$ cat src/common/rv32i_pkg.sv
package rv32i_pkg;

    typedef logic [31:0] word_t;
    typedef logic [4:0]  reg_id_t;
    typedef logic [6:0]  opcode_t;
    typedef logic [2:0]  funct3_t;
    typedef logic [2:0]  pcmux_sel_t;
    typedef logic [1:0]  br_kind_t;
    typedef logic [1:0]  ctr_t;

    // rv32i base opcodes, zero marks a bubble
    localparam opcode_t op_bubble = 7'b0000000;
    localparam opcode_t op_lui    = 7'b0110111;
    localparam opcode_t op_auipc  = 7'b0010111;
    localparam opcode_t op_jal    = 7'b1101111;
    localparam opcode_t op_jalr   = 7'b1100111;
    localparam opcode_t op_br     = 7'b1100011;
    localparam opcode_t op_load   = 7'b0000011;
    localparam opcode_t op_store  = 7'b0100011;
    localparam opcode_t op_imm    = 7'b0010011;
    localparam opcode_t op_reg    = 7'b0110011;

    // compare-type arithmetic, resolved by the ID comparator
    localparam funct3_t f3_slt  = 3'b010;
    localparam funct3_t f3_sltu = 3'b011;

    // next pc sources
    localparam pcmux_sel_t PC_PLUS4       = 3'd0;
    localparam pcmux_sel_t BTB_OUT        = 3'd1;
    localparam pcmux_sel_t ADDER_OUT      = 3'd2;
    localparam pcmux_sel_t IF_ID_PC_PLUS4 = 3'd3;
    localparam pcmux_sel_t ADDER_MOD2     = 3'd4;

    // control-transfer kind stored per btb entry
    localparam br_kind_t KIND_BR   = 2'd0;
    localparam br_kind_t KIND_JAL  = 2'd1;
    localparam br_kind_t KIND_JALR = 2'd2;

    // btb index is pc[5:2], tag is pc[31:6]
    localparam int BTB_INDEX_BITS = 4;
    localparam int BTB_ENTRIES    = 1 << BTB_INDEX_BITS;
    localparam int BTB_TAG_BITS   = 32 - BTB_INDEX_BITS - 2;

    typedef logic [BTB_INDEX_BITS-1:0] btb_index_t;
    typedef logic [BTB_TAG_BITS-1:0]   btb_tag_t;

    // gshare history and pattern table
    localparam int GHR_BITS    = 4;
    localparam int PHT_ENTRIES = 1 << GHR_BITS;

    typedef logic [GHR_BITS-1:0] ghr_t;

    // weakly not taken
    localparam ctr_t PHT_INIT = 2'd1;
    localparam ctr_t CTR_MAX  = 2'd3;

endpackage
$ cat src/hdl/pipeline_control_top.sv
`timescale 1ns/1ns

module pipeline_control_top
    import rv32i_pkg::*;
(
    input  logic       clk,
    input  logic       rst_n,
    input  logic       instr_mem_resp,
    input  logic       data_mem_resp,
    input  word_t      id_instr,
    input  word_t      if_pc,
    input  word_t      id_pc,
    input  logic       id_br_en,
    input  word_t      id_target,
    input  logic       jalr_wrong_target,
    output logic       load_pc,
    output logic       if_id_reg_load,
    output logic       id_ex_reg_load,
    output logic       ex_mem_reg_load,
    output logic       mem_wb_reg_load,
    output logic       if_id_reg_flush,
    output logic       id_ex_reg_flush,
    output logic       ex_mem_reg_flush,
    output logic       mem_wb_reg_flush,
    output pcmux_sel_t pc_mux_sel,
    output logic       global_stall,
    output word_t      if_pred_target,
    output opcode_t    wb_opcode,
    output reg_id_t    wb_rd
);

    // decoded ID fields
    opcode_t  id_opcode;
    funct3_t  id_funct3;
    reg_id_t  id_rs1;
    reg_id_t  id_rs2;

    // EX and MEM control fields
    opcode_t  ex_opcode;
    funct3_t  ex_funct3;
    reg_id_t  ex_rd;
    reg_id_t  ex_rs1;
    reg_id_t  ex_rs2;
    opcode_t  mem_opcode;
    reg_id_t  mem_rd;
    logic     mem_read;
    logic     mem_write;

    // predictor lookups and update strobes
    logic     if_btb_hit;
    br_kind_t if_btb_kind;
    logic     id_btb_hit;
    logic     if_br_pr;
    logic     id_br_pr;
    logic     btb_load;
    logic     ghr_load;
    logic     increment_pht;
    logic     decrement_pht;

    ctrl_pipe u_ctrl_pipe (.*);

    stall_control_unit u_stall_control_unit (.*);

    branch_target_buffer u_branch_target_buffer (.*);

    gshare_predictor u_gshare_predictor (.*);

endmodule

$ cat src/predictor/gshare_predictor.sv
`timescale 1ns/1ns

module gshare_predictor
    import rv32i_pkg::*;
(
    input  logic  clk,
    input  logic  rst_n,
    input  word_t if_pc,
    input  logic  id_br_en,
    input  logic  if_id_reg_load,
    input  logic  if_id_reg_flush,
    input  logic  ghr_load,
    input  logic  increment_pht,
    input  logic  decrement_pht,
    output logic  if_br_pr,
    output logic  id_br_pr
);

    ghr_t ghr;
    ctr_t pht [PHT_ENTRIES];

    ghr_t if_index;
    ghr_t id_pc_bits;
    ghr_t id_ghr;
    ghr_t id_index;

    assign if_index = if_pc[GHR_BITS+1:2] ^ ghr;
    assign if_br_pr = pht[if_index][1];

    // rebuilt from the pc bits and history seen at fetch
    assign id_index = id_pc_bits ^ id_ghr;

    always_ff @(posedge clk or negedge rst_n)
    begin
        if (!rst_n)
            ghr <= '0;
        else if (ghr_load)
            ghr <= {ghr[GHR_BITS-2:0], id_br_en};
    end

    // fetch-time state that follows the instruction into ID
    always_ff @(posedge clk or negedge rst_n)
    begin
        if (!rst_n)
        begin
            id_br_pr   <= 1'b0;
            id_pc_bits <= '0;
            id_ghr     <= '0;
        end
        else if (if_id_reg_flush)
        begin
            id_br_pr   <= 1'b0;
            id_pc_bits <= '0;
            id_ghr     <= '0;
        end
        else if (if_id_reg_load)
        begin
            id_br_pr   <= if_br_pr;
            id_pc_bits <= if_pc[GHR_BITS+1:2];
            id_ghr     <= ghr;
        end
    end

    // saturating 2-bit counters
    always_ff @(posedge clk or negedge rst_n)
    begin
        if (!rst_n)
        begin
            for (int i = 0; i < PHT_ENTRIES; i++)
                pht[i] <= PHT_INIT;
        end
        else if (increment_pht && (pht[id_index] != CTR_MAX))
            pht[id_index] <= pht[id_index] + 2'd1;
        else if (decrement_pht && (pht[id_index] != 2'd0))
            pht[id_index] <= pht[id_index] - 2'd1;
    end

endmodule

$ cat src/predictor/branch_target_buffer.sv
`timescale 1ns/1ns

module branch_target_buffer
    import rv32i_pkg::*;
(
    input  logic     clk,
    input  logic     rst_n,
    input  word_t    if_pc,
    input  word_t    id_pc,
    input  word_t    id_target,
    input  opcode_t  id_opcode,
    input  logic     btb_load,
    output logic     if_btb_hit,
    output br_kind_t if_btb_kind,
    output word_t    if_pred_target,
    output logic     id_btb_hit
);

    logic [BTB_ENTRIES-1:0] valid;
    btb_tag_t               tags    [BTB_ENTRIES];
    word_t                  targets [BTB_ENTRIES];
    br_kind_t               kinds   [BTB_ENTRIES];

    btb_index_t if_index;
    btb_index_t id_index;
    btb_tag_t   if_tag;
    btb_tag_t   id_tag;
    br_kind_t   id_kind;

    assign if_index = if_pc[BTB_INDEX_BITS+1:2];
    assign id_index = id_pc[BTB_INDEX_BITS+1:2];
    assign if_tag   = if_pc[31:BTB_INDEX_BITS+2];
    assign id_tag   = id_pc[31:BTB_INDEX_BITS+2];

    assign id_kind = (id_opcode == op_jal)  ? KIND_JAL  :
                     (id_opcode == op_jalr) ? KIND_JALR : KIND_BR;

    // both read ports are combinational
    assign if_btb_hit     = valid[if_index] && (tags[if_index] == if_tag);
    assign if_btb_kind    = kinds[if_index];
    assign if_pred_target = targets[if_index];
    assign id_btb_hit     = valid[id_index] && (tags[id_index] == id_tag);

    always_ff @(posedge clk or negedge rst_n)
    begin
        if (!rst_n)
            valid <= '0;
        else if (btb_load)
            valid[id_index] <= 1'b1;
    end

    always_ff @(posedge clk)
    begin
        if (btb_load)
        begin
            tags[id_index]    <= id_tag;
            targets[id_index] <= id_target;
            kinds[id_index]   <= id_kind;
        end
    end

endmodule

$ cat src/hdl/stall_control_unit.sv
`timescale 1ns/1ns

module stall_control_unit
    import rv32i_pkg::*;
(
    input  logic       instr_mem_resp,
    input  logic       data_mem_resp,
    input  logic       if_btb_hit,
    input  br_kind_t   if_btb_kind,
    input  logic       if_br_pr,
    input  logic       id_btb_hit,
    input  logic       id_br_pr,
    input  logic       id_br_en,
    input  logic       jalr_wrong_target,
    input  opcode_t    id_opcode,
    input  funct3_t    id_funct3,
    input  reg_id_t    id_rs1,
    input  reg_id_t    id_rs2,
    input  opcode_t    ex_opcode,
    input  funct3_t    ex_funct3,
    input  reg_id_t    ex_rd,
    input  reg_id_t    ex_rs1,
    input  reg_id_t    ex_rs2,
    input  opcode_t    mem_opcode,
    input  reg_id_t    mem_rd,
    input  logic       mem_read,
    input  logic       mem_write,
    output logic       load_pc,
    output logic       if_id_reg_load,
    output logic       id_ex_reg_load,
    output logic       ex_mem_reg_load,
    output logic       mem_wb_reg_load,
    output logic       if_id_reg_flush,
    output logic       id_ex_reg_flush,
    output logic       ex_mem_reg_flush,
    output logic       mem_wb_reg_flush,
    output pcmux_sel_t pc_mux_sel,
    output logic       btb_load,
    output logic       ghr_load,
    output logic       increment_pht,
    output logic       decrement_pht,
    output logic       global_stall
);

    logic id_cmp;
    logic id_jalr;
    logic ex_arith;
    logic ex_alu;
    logic ex_dep;
    logic mem_dep;
    logic mem_ex_dep;
    logic raw_stall;
    logic alu_stall;
    logic cache_stall;

    // ID instructions that need their operands in the comparator
    assign id_cmp  = (id_opcode == op_br) ||
                     (((id_opcode == op_reg) || (id_opcode == op_imm)) &&
                      ((id_funct3 == f3_slt) || (id_funct3 == f3_sltu)));
    assign id_jalr = (id_opcode == op_jalr);

    // EX instructions whose result comes from the ALU
    assign ex_arith = ((ex_opcode == op_reg) || (ex_opcode == op_imm)) &&
                      (ex_funct3 != f3_slt) && (ex_funct3 != f3_sltu);
    assign ex_alu   = ex_arith || (ex_opcode == op_auipc);

    // jalr reads only rs1
    assign ex_dep  = (ex_rd != '0) &&
                     ((ex_rd == id_rs1) || (id_cmp && (ex_rd == id_rs2)));
    assign mem_dep = (mem_rd != '0) &&
                     ((mem_rd == id_rs1) || (id_cmp && (mem_rd == id_rs2)));

    // store data is forwarded later, only the address base matters here
    assign mem_ex_dep = (mem_rd != '0) &&
                        ((mem_rd == ex_rs1) || (ex_arith && (mem_rd == ex_rs2)));

    assign raw_stall = (id_cmp || id_jalr) &&
                       (((ex_alu || (ex_opcode == op_load)) && ex_dep) ||
                        ((mem_opcode == op_load) && mem_dep));

    assign alu_stall = (ex_arith || (ex_opcode == op_store)) &&
                       (mem_opcode == op_load) && mem_ex_dep;

    assign cache_stall = !instr_mem_resp || (!data_mem_resp && (mem_read || mem_write));

    always_comb
    begin
        load_pc          = 1'b1;
        if_id_reg_load   = 1'b1;
        id_ex_reg_load   = 1'b1;
        ex_mem_reg_load  = 1'b1;
        mem_wb_reg_load  = 1'b1;
        if_id_reg_flush  = 1'b0;
        id_ex_reg_flush  = 1'b0;
        ex_mem_reg_flush = 1'b0;
        mem_wb_reg_flush = 1'b0;
        pc_mux_sel       = PC_PLUS4;
        btb_load         = 1'b0;
        ghr_load         = 1'b0;
        increment_pht    = 1'b0;
        decrement_pht    = 1'b0;
        global_stall     = 1'b0;

        // hold ID, bubble into EX
        if (raw_stall)
        begin
            load_pc         = 1'b0;
            if_id_reg_load  = 1'b0;
            id_ex_reg_flush = 1'b1;
        end

        // hold ID and EX, bubble into MEM
        if (alu_stall)
        begin
            load_pc          = 1'b0;
            if_id_reg_load   = 1'b0;
            id_ex_reg_load   = 1'b0;
            id_ex_reg_flush  = 1'b0;
            ex_mem_reg_flush = 1'b1;
        end

        // IF redirect, jumps always taken, branches only when predicted
        if (if_btb_hit && ((if_btb_kind != KIND_BR) || if_br_pr))
            pc_mux_sel = BTB_OUT;

        // ID correction and training only when the ID instruction moves on
        if (!raw_stall && !alu_stall)
        begin
            case (id_opcode)
                op_br:
                begin
                    if (id_btb_hit && (id_br_pr != id_br_en))
                    begin
                        if_id_reg_flush = 1'b1;
                        pc_mux_sel      = id_br_en ? ADDER_OUT : IF_ID_PC_PLUS4;
                    end
                    else if (!id_btb_hit && id_br_en)
                    begin
                        if_id_reg_flush = 1'b1;
                        btb_load        = 1'b1;
                        pc_mux_sel      = ADDER_OUT;
                    end
                end
                op_jal:
                begin
                    if (!id_btb_hit)
                    begin
                        if_id_reg_flush = 1'b1;
                        btb_load        = 1'b1;
                        pc_mux_sel      = ADDER_OUT;
                    end
                end
                op_jalr:
                begin
                    if (!id_btb_hit || jalr_wrong_target)
                    begin
                        if_id_reg_flush = 1'b1;
                        btb_load        = 1'b1;
                        pc_mux_sel      = ADDER_MOD2;
                    end
                end
                default:
                begin
                end
            endcase

            if (id_opcode == op_br)
            begin
                ghr_load      = if_id_reg_load;
                increment_pht = id_br_en;
                decrement_pht = !id_br_en;
            end
        end

        // a cache miss freezes every stage, pending flushes and updates wait
        if (cache_stall)
        begin
            load_pc          = 1'b0;
            if_id_reg_load   = 1'b0;
            id_ex_reg_load   = 1'b0;
            ex_mem_reg_load  = 1'b0;
            mem_wb_reg_load  = 1'b0;
            if_id_reg_flush  = 1'b0;
            id_ex_reg_flush  = 1'b0;
            ex_mem_reg_flush = 1'b0;
            mem_wb_reg_flush = 1'b0;
            btb_load         = 1'b0;
            ghr_load         = 1'b0;
            increment_pht    = 1'b0;
            decrement_pht    = 1'b0;
            global_stall     = 1'b1;
        end
    end

endmodule

$ cat src/hdl/ctrl_pipe.sv
`timescale 1ns/1ns

module ctrl_pipe
    import rv32i_pkg::*;
(
    input  logic    clk,
    input  logic    rst_n,
    input  word_t   id_instr,
    input  logic    if_id_reg_load,
    input  logic    id_ex_reg_load,
    input  logic    ex_mem_reg_load,
    input  logic    mem_wb_reg_load,
    input  logic    if_id_reg_flush,
    input  logic    id_ex_reg_flush,
    input  logic    ex_mem_reg_flush,
    input  logic    mem_wb_reg_flush,
    output opcode_t id_opcode,
    output funct3_t id_funct3,
    output reg_id_t id_rs1,
    output reg_id_t id_rs2,
    output opcode_t ex_opcode,
    output funct3_t ex_funct3,
    output reg_id_t ex_rd,
    output reg_id_t ex_rs1,
    output reg_id_t ex_rs2,
    output opcode_t mem_opcode,
    output reg_id_t mem_rd,
    output logic    mem_read,
    output logic    mem_write,
    output opcode_t wb_opcode,
    output reg_id_t wb_rd
);

    logic    id_valid;
    logic    id_writes_rd;
    reg_id_t id_rd;
    logic    id_mem_read;
    logic    id_mem_write;
    logic    ex_mem_read;
    logic    ex_mem_write;

    // tracks whether the IF/ID slot holds a live instruction
    always_ff @(posedge clk or negedge rst_n)
    begin
        if (!rst_n)
            id_valid <= 1'b0;
        else if (if_id_reg_flush)
            id_valid <= 1'b0;
        else if (if_id_reg_load)
            id_valid <= 1'b1;
    end

    assign id_opcode = id_valid ? id_instr[6:0] : op_bubble;
    assign id_funct3 = id_valid ? id_instr[14:12] : '0;
    assign id_rs1    = id_valid ? id_instr[19:15] : '0;
    assign id_rs2    = id_valid ? id_instr[24:20] : '0;

    // branches and stores carry immediate bits in the rd field
    assign id_writes_rd = (id_opcode == op_lui) || (id_opcode == op_auipc) ||
                          (id_opcode == op_jal) || (id_opcode == op_jalr) ||
                          (id_opcode == op_load) || (id_opcode == op_imm) ||
                          (id_opcode == op_reg);

    assign id_rd        = id_writes_rd ? id_instr[11:7] : '0;
    assign id_mem_read  = (id_opcode == op_load);
    assign id_mem_write = (id_opcode == op_store);

    // ID/EX
    always_ff @(posedge clk or negedge rst_n)
    begin
        if (!rst_n)
        begin
            ex_opcode    <= op_bubble;
            ex_funct3    <= '0;
            ex_rd        <= '0;
            ex_rs1       <= '0;
            ex_rs2       <= '0;
            ex_mem_read  <= 1'b0;
            ex_mem_write <= 1'b0;
        end
        else if (id_ex_reg_flush)
        begin
            ex_opcode    <= op_bubble;
            ex_funct3    <= '0;
            ex_rd        <= '0;
            ex_rs1       <= '0;
            ex_rs2       <= '0;
            ex_mem_read  <= 1'b0;
            ex_mem_write <= 1'b0;
        end
        else if (id_ex_reg_load)
        begin
            ex_opcode    <= id_opcode;
            ex_funct3    <= id_funct3;
            ex_rd        <= id_rd;
            ex_rs1       <= id_rs1;
            ex_rs2       <= id_rs2;
            ex_mem_read  <= id_mem_read;
            ex_mem_write <= id_mem_write;
        end
    end

    // EX/MEM
    always_ff @(posedge clk or negedge rst_n)
    begin
        if (!rst_n)
        begin
            mem_opcode <= op_bubble;
            mem_rd     <= '0;
            mem_read   <= 1'b0;
            mem_write  <= 1'b0;
        end
        else if (ex_mem_reg_flush)
        begin
            mem_opcode <= op_bubble;
            mem_rd     <= '0;
            mem_read   <= 1'b0;
            mem_write  <= 1'b0;
        end
        else if (ex_mem_reg_load)
        begin
            mem_opcode <= ex_opcode;
            mem_rd     <= ex_rd;
            mem_read   <= ex_mem_read;
            mem_write  <= ex_mem_write;
        end
    end

    // MEM/WB
    always_ff @(posedge clk or negedge rst_n)
    begin
        if (!rst_n)
        begin
            wb_opcode <= op_bubble;
            wb_rd     <= '0;
        end
        else if (mem_wb_reg_flush)
        begin
            wb_opcode <= op_bubble;
            wb_rd     <= '0;
        end
        else if (mem_wb_reg_load)
        begin
            wb_opcode <= mem_opcode;
            wb_rd     <= mem_rd;
        end
    end

endmodule

$ cat config.mk
export PLATFORM = sky130hd
export DESIGN_NAME = pipeline_control_top
export DESIGN_NICKNAME = d
export VERILOG_FILES = /design/src/common/rv32i_pkg.sv /design/src/hdl/pipeline_control_top.sv /design/src/predictor/gshare_predictor.sv /design/src/predictor/branch_target_buffer.sv /design/src/hdl/stall_control_unit.sv /design/src/hdl/ctrl_pipe.sv
export SDC_FILE = /design/constraint.sdc
export NUM_CORES = 1
export LEC_CHECK = 0
export BUFFER_PORTS_ARGS = -buffer_cell sky130_fd_sc_hd__clkbuf_2
export CAP_MARGIN = 20
export CORE_MARGIN = 3
export CORE_UTILIZATION = 51
export CTS_BUF_LIST = sky130_fd_sc_hd__clkbuf_4 sky130_fd_sc_hd__clkbuf_8
export DETAILED_ROUTE_END_ITERATION = 8
export GPL_TIMING_DRIVEN = 0
export PLACE_DENSITY = 0.71
export RECOVER_POWER = 100
export SETUP_SLACK_MARGIN = 0.5
export SYNTH_ARGS = -nofsm -noshare
export SYNTH_HDL_FRONTEND = slang
export SYNTH_SLANG_ARGS = --single-unit
$ cat constraint.sdc
create_clock -name clk -period 8.8 [get_ports clk]
set_input_delay 0.44 -clock clk [delete_from_list [all_inputs] [get_ports clk]]
set_output_delay 0.44 -clock clk [all_outputs]
set_load 0.02 [all_outputs]
**Word-level counts from Yosys, hierarchy flattened**

Memories as Yosys holds them, arrays and structs flattened.
Cells that the tools add are included.

- Add/sub/neg operators: 2
- Magnitude comparators: 6
- Equality and inequality tests: 30
- Multiplexer cells: 97
- Bitwise gates (word level): 5
- Reductions and logical operators: 60

Operator list:

| kind | number |
|---|---|
| $bwmux W32 | 2 |
| $mux W32 | 2 |
| $mux W5 | 11 |
| $eq A26 B26 Y1 | 2 |
| $mux W1 | 49 |
| $eq A7 B6 Y1 const B | 5 |
| $mux W7 | 5 |
| $eq A5 B5 Y1 | 6 |
| $eq A7 B5 Y1 const B | 4 |
| $logic_and A1 B1 Y1 | 25 |
| $logic_or A1 B1 Y1 | 22 |
| $eq A7 B2 Y1 const B | 3 |
| $eq A7 B7 Y1 const B | 3 |
| $mux W2 | 9 |
| $mux W3 | 6 |
| $bmux W2 S4 | 2 |
| $mux W4 | 4 |
| $or A16 B16 Y16 | 1 |
| $ge A5 B5 Y1 const B | 2 |
| $lt A4 B5 Y1 const B | 2 |
| $not A4 Y5 | 2 |
| $reduce_bool A2 Y1 | 5 |
| $reduce_bool A5 Y1 | 2 |
| $pmux W3 S3 | 1 |
| 14 further kinds | 25 |

- Register bits after elaboration: 115
- RAM bits: 960
- Input port bits: 134
- Memories kept: 3

Memories:

| memory | depth | width | read ports | clocked after memory_dff | write ports | RTL line | RTL |
|---|---|---|---|---|---|---|---|
| u_branch_target_buffer.targets | 16 | 32 | 1 | 0 | 1 | branch_target_buffer.sv:21 | `word_t targets [BTB_ENTRIES];` |
| u_branch_target_buffer.tags | 16 | 26 | 2 | 0 | 1 | branch_target_buffer.sv:20 | `btb_tag_t tags [BTB_ENTRIES];` |
| u_branch_target_buffer.kinds | 16 | 2 | 1 | 0 | 1 | branch_target_buffer.sv:22 | `br_kind_t kinds [BTB_ENTRIES];` |

**Logic depth before layout (Yosys ltp)**

Gate-level depths: netlist (run 1).

- Word-level depth: 18
- Mapped depth: 17

**Hierarchy**

Synthesis (run 1) repeated with hierarchy kept, for this count alone.

- Cells, all modules: 2,434
- Area total of the unflattened synthesis: 47,296.6 µm²

By module, submodules not included:

| module | instances | cells an instance | area each (µm²) | seq. area each (µm²) |
|---|---|---|---|---|
| branch_target_buffer | 1 | 1,942 | 41,720.0 | 29,228.0 |
| gshare_predictor | 1 | 170 | 2,366.0 | 1,146.1 |
| ctrl_pipe | 1 | 199 | 2,331.0 | 1,351.3 |
| stall_control_unit | 1 | 123 | 879.6 | 0.0 |

**Worst setup path after synthesis (run 1)**

OpenSTA, ideal clock, no wires.

- Kind: input to register
- Start: input port id_pc[3]
- End: register u_branch_target_buffer.valid[12]
- Data arrival time: 8,957 ps
- Path slack: -257 ps
- Stages: 14
- Path through: buf_6 > buf_12 > buf_8 > buf_8 > buf_2 > buf_2 > mux4_2 > mux2_2 > o21ai_0 > nor4b_1 > o2111ai_2 > a22oi_4 > nor4_1 > or2_2

- Cells in the longest elaborated chain, start to end: 10
- Elaborated cells between the ends (all ways): 22
- Classes of those cells: order compare (2); eq/ne (1); mux (11); bitwise (1); reduce/logical (6); memory (1)

Ends and longest elaborated chain:

| what | RTL line | RTL |
|---|---|---|
| start: declaration | pipeline_control_top.sv:12 | `input word_t id_pc,` |
| $mem_v2 Z16 W26 or $bmux W1 S4 (tied branches) | -- |  |
| $eq A26 B26 Y1 or $mux W1 (tied branches) | branch_target_buffer.sv:42 | `assign id_btb_hit = valid[id_index] && (tags[id_index] == id_tag);` |
| $logic_and A1 B1 Y1 | branch_target_buffer.sv:42 |  |
| $logic_not A1 Y1 | stall_control_unit.sv:137, stall_control_unit.sv:155 |  |
| $logic_and A1 B1 Y1 | stall_control_unit.sv:137 | `else if (!id_btb_hit && id_br_en)` |
| $mux W1 | stall_control_unit.sv:137 |  |
| $mux W1 | stall_control_unit.sv:132 | `if (id_btb_hit && (id_br_pr != id_br_en))` |
| $pmux W1 S3 | stall_control_unit.sv:129 | `case (id_opcode)` |
| $mux W1 | stall_control_unit.sv:127 | `if (!raw_stall && !alu_stall)` |
| $mux W1 | stall_control_unit.sv:176 | `if (cache_stall)` |
| end signal: assignment | branch_target_buffer.sv:47 | `valid <= '0;` |
| end signal: indexed assignment | branch_target_buffer.sv:49 | `valid[id_index] <= 1'b1;` |
| end: declaration | branch_target_buffer.sv:19 | `logic [BTB_ENTRIES-1:0] valid;` |

Several ways; a longest one is shown, not always the timed one. The select of a mux whose other input is x is not followed.
A chain may end at the register's enable or synchronous reset.

**Final worst setup path (run 1)**

- Start: input port id_pc[2]
- End: memory u_branch_target_buffer.targets[12][7] (netlist name) (enable)

- Cells in the longest elaborated chain, start to end: 12
- Elaborated cells between the ends (all ways): 18
- Classes of those cells: eq/ne (1); mux (11); reduce/logical (5); memory (1)

Ends and longest elaborated chain:

| what | RTL line | RTL |
|---|---|---|
| $mem_v2 Z16 W26 or $bmux W1 S4 (tied branches) | -- |  |
| $eq A26 B26 Y1 or $mux W1 (tied branches) | branch_target_buffer.sv:42 |  |
| $logic_and A1 B1 Y1 | branch_target_buffer.sv:42 |  |
| $logic_not A1 Y1 | stall_control_unit.sv:137, stall_control_unit.sv:155 |  |
| $logic_and A1 B1 Y1 | stall_control_unit.sv:137 |  |
| $mux W1 | stall_control_unit.sv:137 |  |
| $mux W1 | stall_control_unit.sv:132 |  |
| $pmux W1 S3 | stall_control_unit.sv:129 |  |
| $mux W1 | stall_control_unit.sv:127 |  |
| $mux W1 | stall_control_unit.sv:176 |  |
| $mux W1 | branch_target_buffer.sv:54 | `if (btb_load)` |
| $mux W1 (implied by the code) | branch_target_buffer.sv:57 | `targets[id_index] <= id_target;` |
| end: declaration | branch_target_buffer.sv:21 |  |

Several ways; a longest one is shown, not always the timed one. The select of a mux whose other input is x is not followed.

==> run_results.csv, run 1 <==
group,metric,value,unit
clocking,cts_tree,"built",
critical_path,crit_path_end_kind,"flip-flop",
pwr,ir_worst_vdd,0.166,mV
routing,drt_iter0_drc,3625,
timing,skew,44.7,ps
yosys,syn_nets,2542,
yosys,ys_warn_count,0,
layout,layout_commonest_cell,"edfxtp_1",
yosys,ys_ff_latch,1074,
layout,stdcell_area,54800,um2
placed_design,gp_congestion,0.921,
layout,drive_gt1_frac,0.292,
yosys,synthesis.area,46600,um2
yosys,synth_area_per_cell,19.3,um2
routing,ant_nets,0,
floorplanning,core-area,90300,um2
pwr,powerDensity,196,nW/um2
critical_path,crit_fanout,10,
timing,fmax,134,MHz
clocking,clock-sinks,1074,
timing,min_period_over_period,0.848,
layout,areaGrowthSynthToFinish,17.6,%
global_route,track_usage,0.288,
yosys,async_flop_share,0.106,
yosys,synth_edf_count,960,
critical_path,crit_type,"in -> reg",
global_route,grt_pass1_wl,195000,um
clocking,cts.path.max_buffers,3,
floorplanning,ioPinCount,191,
routing,vias_per_cell,6.42,
yosys,ys_types,83,
critical_path,r2r_cells,14,
critical_path,arrival,8020,ps
timing,grt_setup_unrepaired,"no",
timing,hold_viol_final,0,
timing,period_needed,7470,ps
worst_hold_path,hold_path_class,"in -> reg",
timing,tightest_slew,6210,ps
timing,whs,77.9,ps
placed_design,numPortBuffers,168,
outcome,violations,"max-capacitance violations, max-slew violations",
routing,wl_per_cell,31.3,um
pwr,power.leakage,18.4,nW
clocking,cts-htree-levels,4,
timing,relSlewSlack,-3.14,
routing,routed_wl,134000,um
placed_design,pre_cts_slack,2710,ps
clocking,clk_pin_slew,60,ps
critical_path,reg2reg_from,"u_ctrl_pipe.mem_rd[2]",
yosys,ys_seq_area_frac,0.681,
yosys,syn_inst,2406,
yosys,yosysTopAreaCell,"edfxtp_1",
yosys,synthDominantCellAreaShare,0.619,
yosys,ys.flop_type,"edfxtp_1",
critical_path,regToRegEndpoint,"u_branch_target_buffer.tags[4][6]",
global_route,antenna_found_initial,8,
floorplanning,initial_utilization,0.516,
timing,setup_viol,0,
critical_path,crit_path_start_kind,"input port",
timing,report.final.slew_viol_count,140,
routing,dr.pass1.iters,6,
routing,drcViolationCount,0,
critical_path,crit_required,9350,ps
yosys,synthTopCellsByArea,"edfxtp_1, mux4_2, dfrtp_1, mux2i_1, nand2_1",
clocking,cts_root_buffer,"clkbuf_8",
layout,final_nets,3099,
global_route,grt-ovfl-total,0,
floorplanning,die_y,308,um
global_route,grt_max_degree,115,
outcome,status,"finished with violations",
clocking,clk_latency,860,ps
timing,fin_ws,1330,ps
floorplanning,die_area,94900,um2
run,cap_violations,5,
layout,final_cell_mix,"edfxtp_1, mux4_2, clkbuf_1, clkbuf_8, nand2_1",
floorplanning,rows,110,
placed_design,dp_hpwl,93600,um
critical_path,rrSetupSlack,2830,ps
floorplanning,die_x,308,um
global_route,grt_pass1_vias,28381,
critical_path,endpoint,"u_branch_target_buffer.targets[12][7]",
pwr,finalPower,10.8,mW
critical_path,startpoint,"id_pc[2]",
clocking,cts_buffers,171,
routing,vias,27508,
layout,fin_util,0.607,
placed_design,place_area,51300,um2
power by group:
| group | switching, mW | internal, mW | leakage, nW | total [mW] |
|---|---|---|---|---|
| Clock | 2.00 | 2.33 | 1.85 | 4.33 |
| Sequential | 0.0197 | 5.58 | 10.0 | 5.60 |
| Combinational | 0.499 | 0.328 | 6.49 | 0.827 |
| Total | 2.52 | 8.24 | 18.4 | 10.8 |
stage by stage:
| step | TNS [ps] | cells |
|---|---|---|
| after floorplan | -51740 | 2406 |
| after global placement | -4168090 | 3750 |
| after detailed placement | 0 | 3892 |
| after CTS | 0 | 4272 |
| after global routing | 0 | 4282 |
| final | 0 | 4288 |
flip-flops by register name (all words and copies together) (netlist names), 7 cells and up, named ones only:
| register | count |
|---|---|
| u_branch_target_buffer.targets | 512 |
| u_branch_target_buffer.tags | 416 |
| u_branch_target_buffer.kinds | 32 |
| u_branch_target_buffer.valid | 16 |
| u_gshare_predictor.pht | 16 |
| u_ctrl_pipe.ex_opcode | 7 |
| u_ctrl_pipe.mem_opcode | 7 |
| u_ctrl_pipe.wb_opcode | 7 |
layout make-up:
type / instances / area, um2
fill: 6495 / 35500
sequential: 1074 / 31700
multi-input combinational: 1157 / 13900
timing repair buffer: 384 / 3270
clock buffer: 244 / 3000
tap: 1176 / 1470
buffer: 146 / 747
clock inverter: 70 / 493
inverter: 29 / 109
antenna: 8 / 20.0
Yosys cell counts (all sizes together), types with 5 or more instances:
| library cell | number |
|---|---|
| mux4 | 393 |
| a31oi | 8 |
| nor4b | 5 |
| nor2b | 7 |
| dfstp | 16 |
| o31ai | 5 |
| a221oi | 5 |
| nand4 | 9 |
| mux2i | 99 |
| clkbuf | 73 |
| o21ai | 72 |
| nor3 | 39 |
| a211oi | 10 |
| nor2 | 46 |
| edfxtp | 960 |
| nand3 | 31 |
| xnor2 | 32 |
| xor2 | 42 |
| nand3b | 6 |
| and2 | 8 |
| o22ai | 12 |
| a22oi | 15 |
| nand2 | 156 |
| a22o | 27 |
| buf | 73 |
| nor4 | 11 |
| dfrtp | 98 |
| or2 | 17 |
| inv | 29 |
| a21oi | 19 |
| nand2b | 6 |
| o221ai | 5 |
| mux2 | 16 |
worst min-delay path by stage:
stage | startpoint | endpoint | depth (start not counted)
after floorplan | rst_n | u_branch_target_buffer.valid[0] | 0
after global placement | u_ctrl_pipe.mem_read | u_ctrl_pipe.mem_read | 2
after detailed placement | u_ctrl_pipe.ex_mem_write | u_ctrl_pipe.ex_mem_write | 2
after CTS | id_pc[18] | u_branch_target_buffer.tags[3][12] | 1
after global routing | id_instr[18] | u_ctrl_pipe.ex_rs1[3] | 2
final | id_instr[18] | u_ctrl_pipe.ex_rs1[3] | 2
kinds of logic after synthesis:
logic type               share of synthesized area
XOR/XNOR                                    0.0139
multiplexers                                 0.216
adder cells (fa/ha/maj)                   0.000537
buffers and inverters                       0.0185
flip-flops                                   0.681
AO/OA/AOI/OAI                               0.0320
other                                    0.0000806
AND/OR/NAND/NOR                             0.0384
repair_timing:
action / 4_1_cts / 5_1_grt
buffers inserted: 0 / 0
resized for setup: 0 / 0
hold buffers: 66 / 0
endpoints found under the hold margin: 735 / 0
per-layer routing:
layer,routed length (um),up-vias,track usage,part of all wire
met1,50600,14279,0.394,0.38
met5,16,-,0,0.00012
met2,64100,1740,0.452,0.48
met3,14000,315,0.0689,0.10
li1,-,11170,-,-
met4,5320,4,0.114,0.040
worst max-delay path: stages:
cell	delay, ps
clkbuf_2	160
clkbuf_1	870
buf_4	440
clkbuf_1	940
clkbuf_1	1010
mux2i_1	230
xnor2_1	350
nand4_1	350
a2111oi_4	550
nand3_1	330
a22oi_1	770
nor4_1	330
buf_4	300
buf_4	190
buf_4	200
buf_6	150
buf_4	180
clkbuf_1	190
No activity file was read; power rests on OpenSTA's default activity.
==> run 2: changes to the inputs <==
--- a/config.mk
+++ b/config.mk
@@ -12,7 +12,7 @@
 export CTS_BUF_LIST = sky130_fd_sc_hd__clkbuf_4 sky130_fd_sc_hd__clkbuf_8
 export DETAILED_ROUTE_END_ITERATION = 8
 export GPL_TIMING_DRIVEN = 0
-export PLACE_DENSITY = 0.71
+export PLACE_DENSITY = 0.69
 export RECOVER_POWER = 100
 export SETUP_SLACK_MARGIN = 0.5
 export SYNTH_ARGS = -nofsm -noshare
==> constraint.sdc (replaced) <==
create_clock -name clk -period 6.9 [get_ports clk]
set_input_delay 0.345 -clock clk [delete_from_list [all_inputs] [get_ports clk]]
set_output_delay 0.345 -clock clk [all_outputs]
set_load 0.02 [all_outputs]
==> run_results.csv, run 2 (synthesis gave the netlist of run 1 again) <==
group,metric,value,unit
placed_design,dp_hpwl,93300,um
timing,period_needed,6440,ps
critical_path,crit_path_cell_trace,"clkbuf_2 > clkbuf_1 > buf_2 > buf_2 > buf_2 > mux4_2 > mux2i_1 > nand2_1 > nand3_1 > o31a_1 > nor2_1 > nand3_2 > a22oi_1 > buf_12 > nor3_1 > clkbuf_1 > clkbuf_1",
layout,fillers,6517,
timing,fmax,155,MHz
global_route,grt-ovfl-total,0,
critical_path,critPathBufInv,8,
clocking,clk_pin_slew,60,ps
floorplanning,rows,110,
routing,wl_per_cell,31.0,um
critical_path,arrival,6890,ps
pwr,powerDensity,248,nW/um2
floorplanning,die_x,308,um
placed_design,place_inst,3890,
clocking,clk_latency,870,ps
timing,fin_tns_setup,0,ps
pwr,ir_worst_vdd,0.227,mV
floorplanning,ioPinCount,191,
layout,drive_gt1_frac,0.291,
layout,seqCellArea,31700,um2
critical_path,crit_type,"in -> reg",
layout,fin_cells,4288,
floorplanning,die_y,308,um
pwr,switching_share,0.237,
layout,largest_reg_flops,512,
pwr,switching_power,3.22,mW
layout,areaGrowthSynthToFinish,17.7,%
pwr,p_seq_frac,0.525,
critical_path,crit_path_start_kind,"input port",
placed_design,gp_congestion,0.940,
routing,vias_per_cell,6.45,
timing,setup_viol,0,
layout,multiInputGateArea,13900,um2
global_route,grt_pass1_vias,28347,
clocking,postCtsSetupBuffers,0,
critical_path,crit_family,"buffers and inverters",
clocking,cts_buffers,171,
timing,grt_setup_unrepaired,"no",
clocking,cts_tree,"built",
layout,final_cell_mix,"edfxtp_1, mux4_2, clkbuf_1, clkbuf_8, nand2_1",
layout,regMostFlops,"u_branch_target_buffer.targets",
clocking,cts_root_buffer,"clkbuf_8",
routing,ant_nets,0,
layout,fin_util,0.607,
routing,dr.pass1.iters,6,
routing,vias,27661,
floorplanning,initial_utilization,0.516,
worst_hold_path,hold_path_class,"in -> reg",
critical_path,slowest_stage,"clkbuf_1",
layout,top_regs,"u_branch_target_buffer.targets: 512 flops, u_branch_target_buffer.tags: 416 flops, u_branch_target_buffer.kinds: 32 flops",
outcome,status,"finished with violations",
critical_path,crit_path_end_kind,"flip-flop",
timing,relSlewSlack,-2.50,
outcome,violations,"max-capacitance violations, max-slew violations",
clocking,cts.path.max_buffers,3,
timing,report.final.slew_viol_count,155,
clocking,clock-sinks,1074,
timing,hold_viol_final,0,
routing,drt_iter0_drc,3691,
pwr,intPower,10.4,mW
global_route,grt_pass1_wl,192000,um
run,cap_violations,7,
timing,whs,57.8,ps
global_route,antenna_found_initial,8,
floorplanning,die_area,94900,um2
timing,tightest_slew,5250,ps
critical_path,critPathMaxStageDelay,830,ps
critical_path,crit_required,7350,ps
layout,layout_commonest_cell,"edfxtp_1",
timing,min_period_over_period,0.934,
pwr,combPwrFrac,0.078,
timing,skew,45.9,ps
pwr,power.leakage,18.4,nW
routing,routed_wl,133000,um
global_route,track_usage,0.283,
placed_design,numPortBuffers,168,
critical_path,crit_fanout,10,
routing,drcViolationCount,0,
clocking,cts-htree-levels,4,
layout,final_nets,3116,
floorplanning,core-area,90300,um2
pwr,clkPwrFrac,0.397,
global_route,grt_max_degree,115,
[run 2: timing repair]
item,4_1_cts,5_1_grt
hold endpoints to repair,1047,0
hold buffers,85,0
gates resized for setup,0,0
[run 2: final cells by class]
class / instances / share of cell area
plain buffers: 146 / 0.0137
clock inverters: 64 / 0.00886
clock buffers: 237 / 0.0526
repair buffers: 401 / 0.0630
flip-flops and latches: 1074 / 0.579
diodes: 4 / 0.000183
inverters: 29 / 0.00199
multi-input cells: 1157 / 0.254
well taps: 1176 / 0.0269
[run 2: worst paths after layout]
check,from,to,slack [ps],cells past startpoint
setup / recovery,id_pc[5],u_branch_target_buffer.tags[3][16],460,17
hold / removal,id_br_en,u_gshare_predictor.ghr[0],60,4
setup reg to reg,u_ctrl_pipe.mem_rd[3],u_branch_target_buffer.tags[3][16],640,14
hold reg to reg,u_ctrl_pipe.mem_write,u_ctrl_pipe.mem_write,470,2
max in group asynchronous,rst_n,u_gshare_predictor.id_ghr[1],1770,2
min in group asynchronous,rst_n,u_branch_target_buffer.valid[0],2190,2
[run 2: stage by stage]
step | setup WS (ps) | power (mW) | instance area, um2
2_1_floorplan | -2060 | 7.87 | 46600
3_3_place_gp | -12680 | 8.26 | 48900
3_5_place_dp | 676 | 8.30 | 51300
4_1_cts | 1200 | 13.7 | 55500
5_1_grt | 530 | 14.0 | 54800
6_report | 459 | 13.6 | 54800
[run 2: worst min-delay path: stages]
cell      delay [ps]
clkbuf_2         130
inv_1            140
nor3_1           100
a21o_1           160
[run 2: layer usage]
layer,global-route usage,vias to the layer above,share of wire
met5,0,-,0.00040
met4,0.124,8,0.043
met3,0.0722,333,0.10
met2,0.446,1711,0.48
met1,0.379,14420,0.38
li1,-,11189,-
[run 2: power by group through the flow]
stage                     clock network (mW)  registers [mW]  logic (mW)
final                                   5.40            7.14        1.06
after floorplan                            0            7.28       0.593
after global routing                    5.79            7.14        1.12
after CTS                               5.48            7.14        1.07
after global placement                     0            7.27       0.988
after detailed placement                   0            7.27        1.02
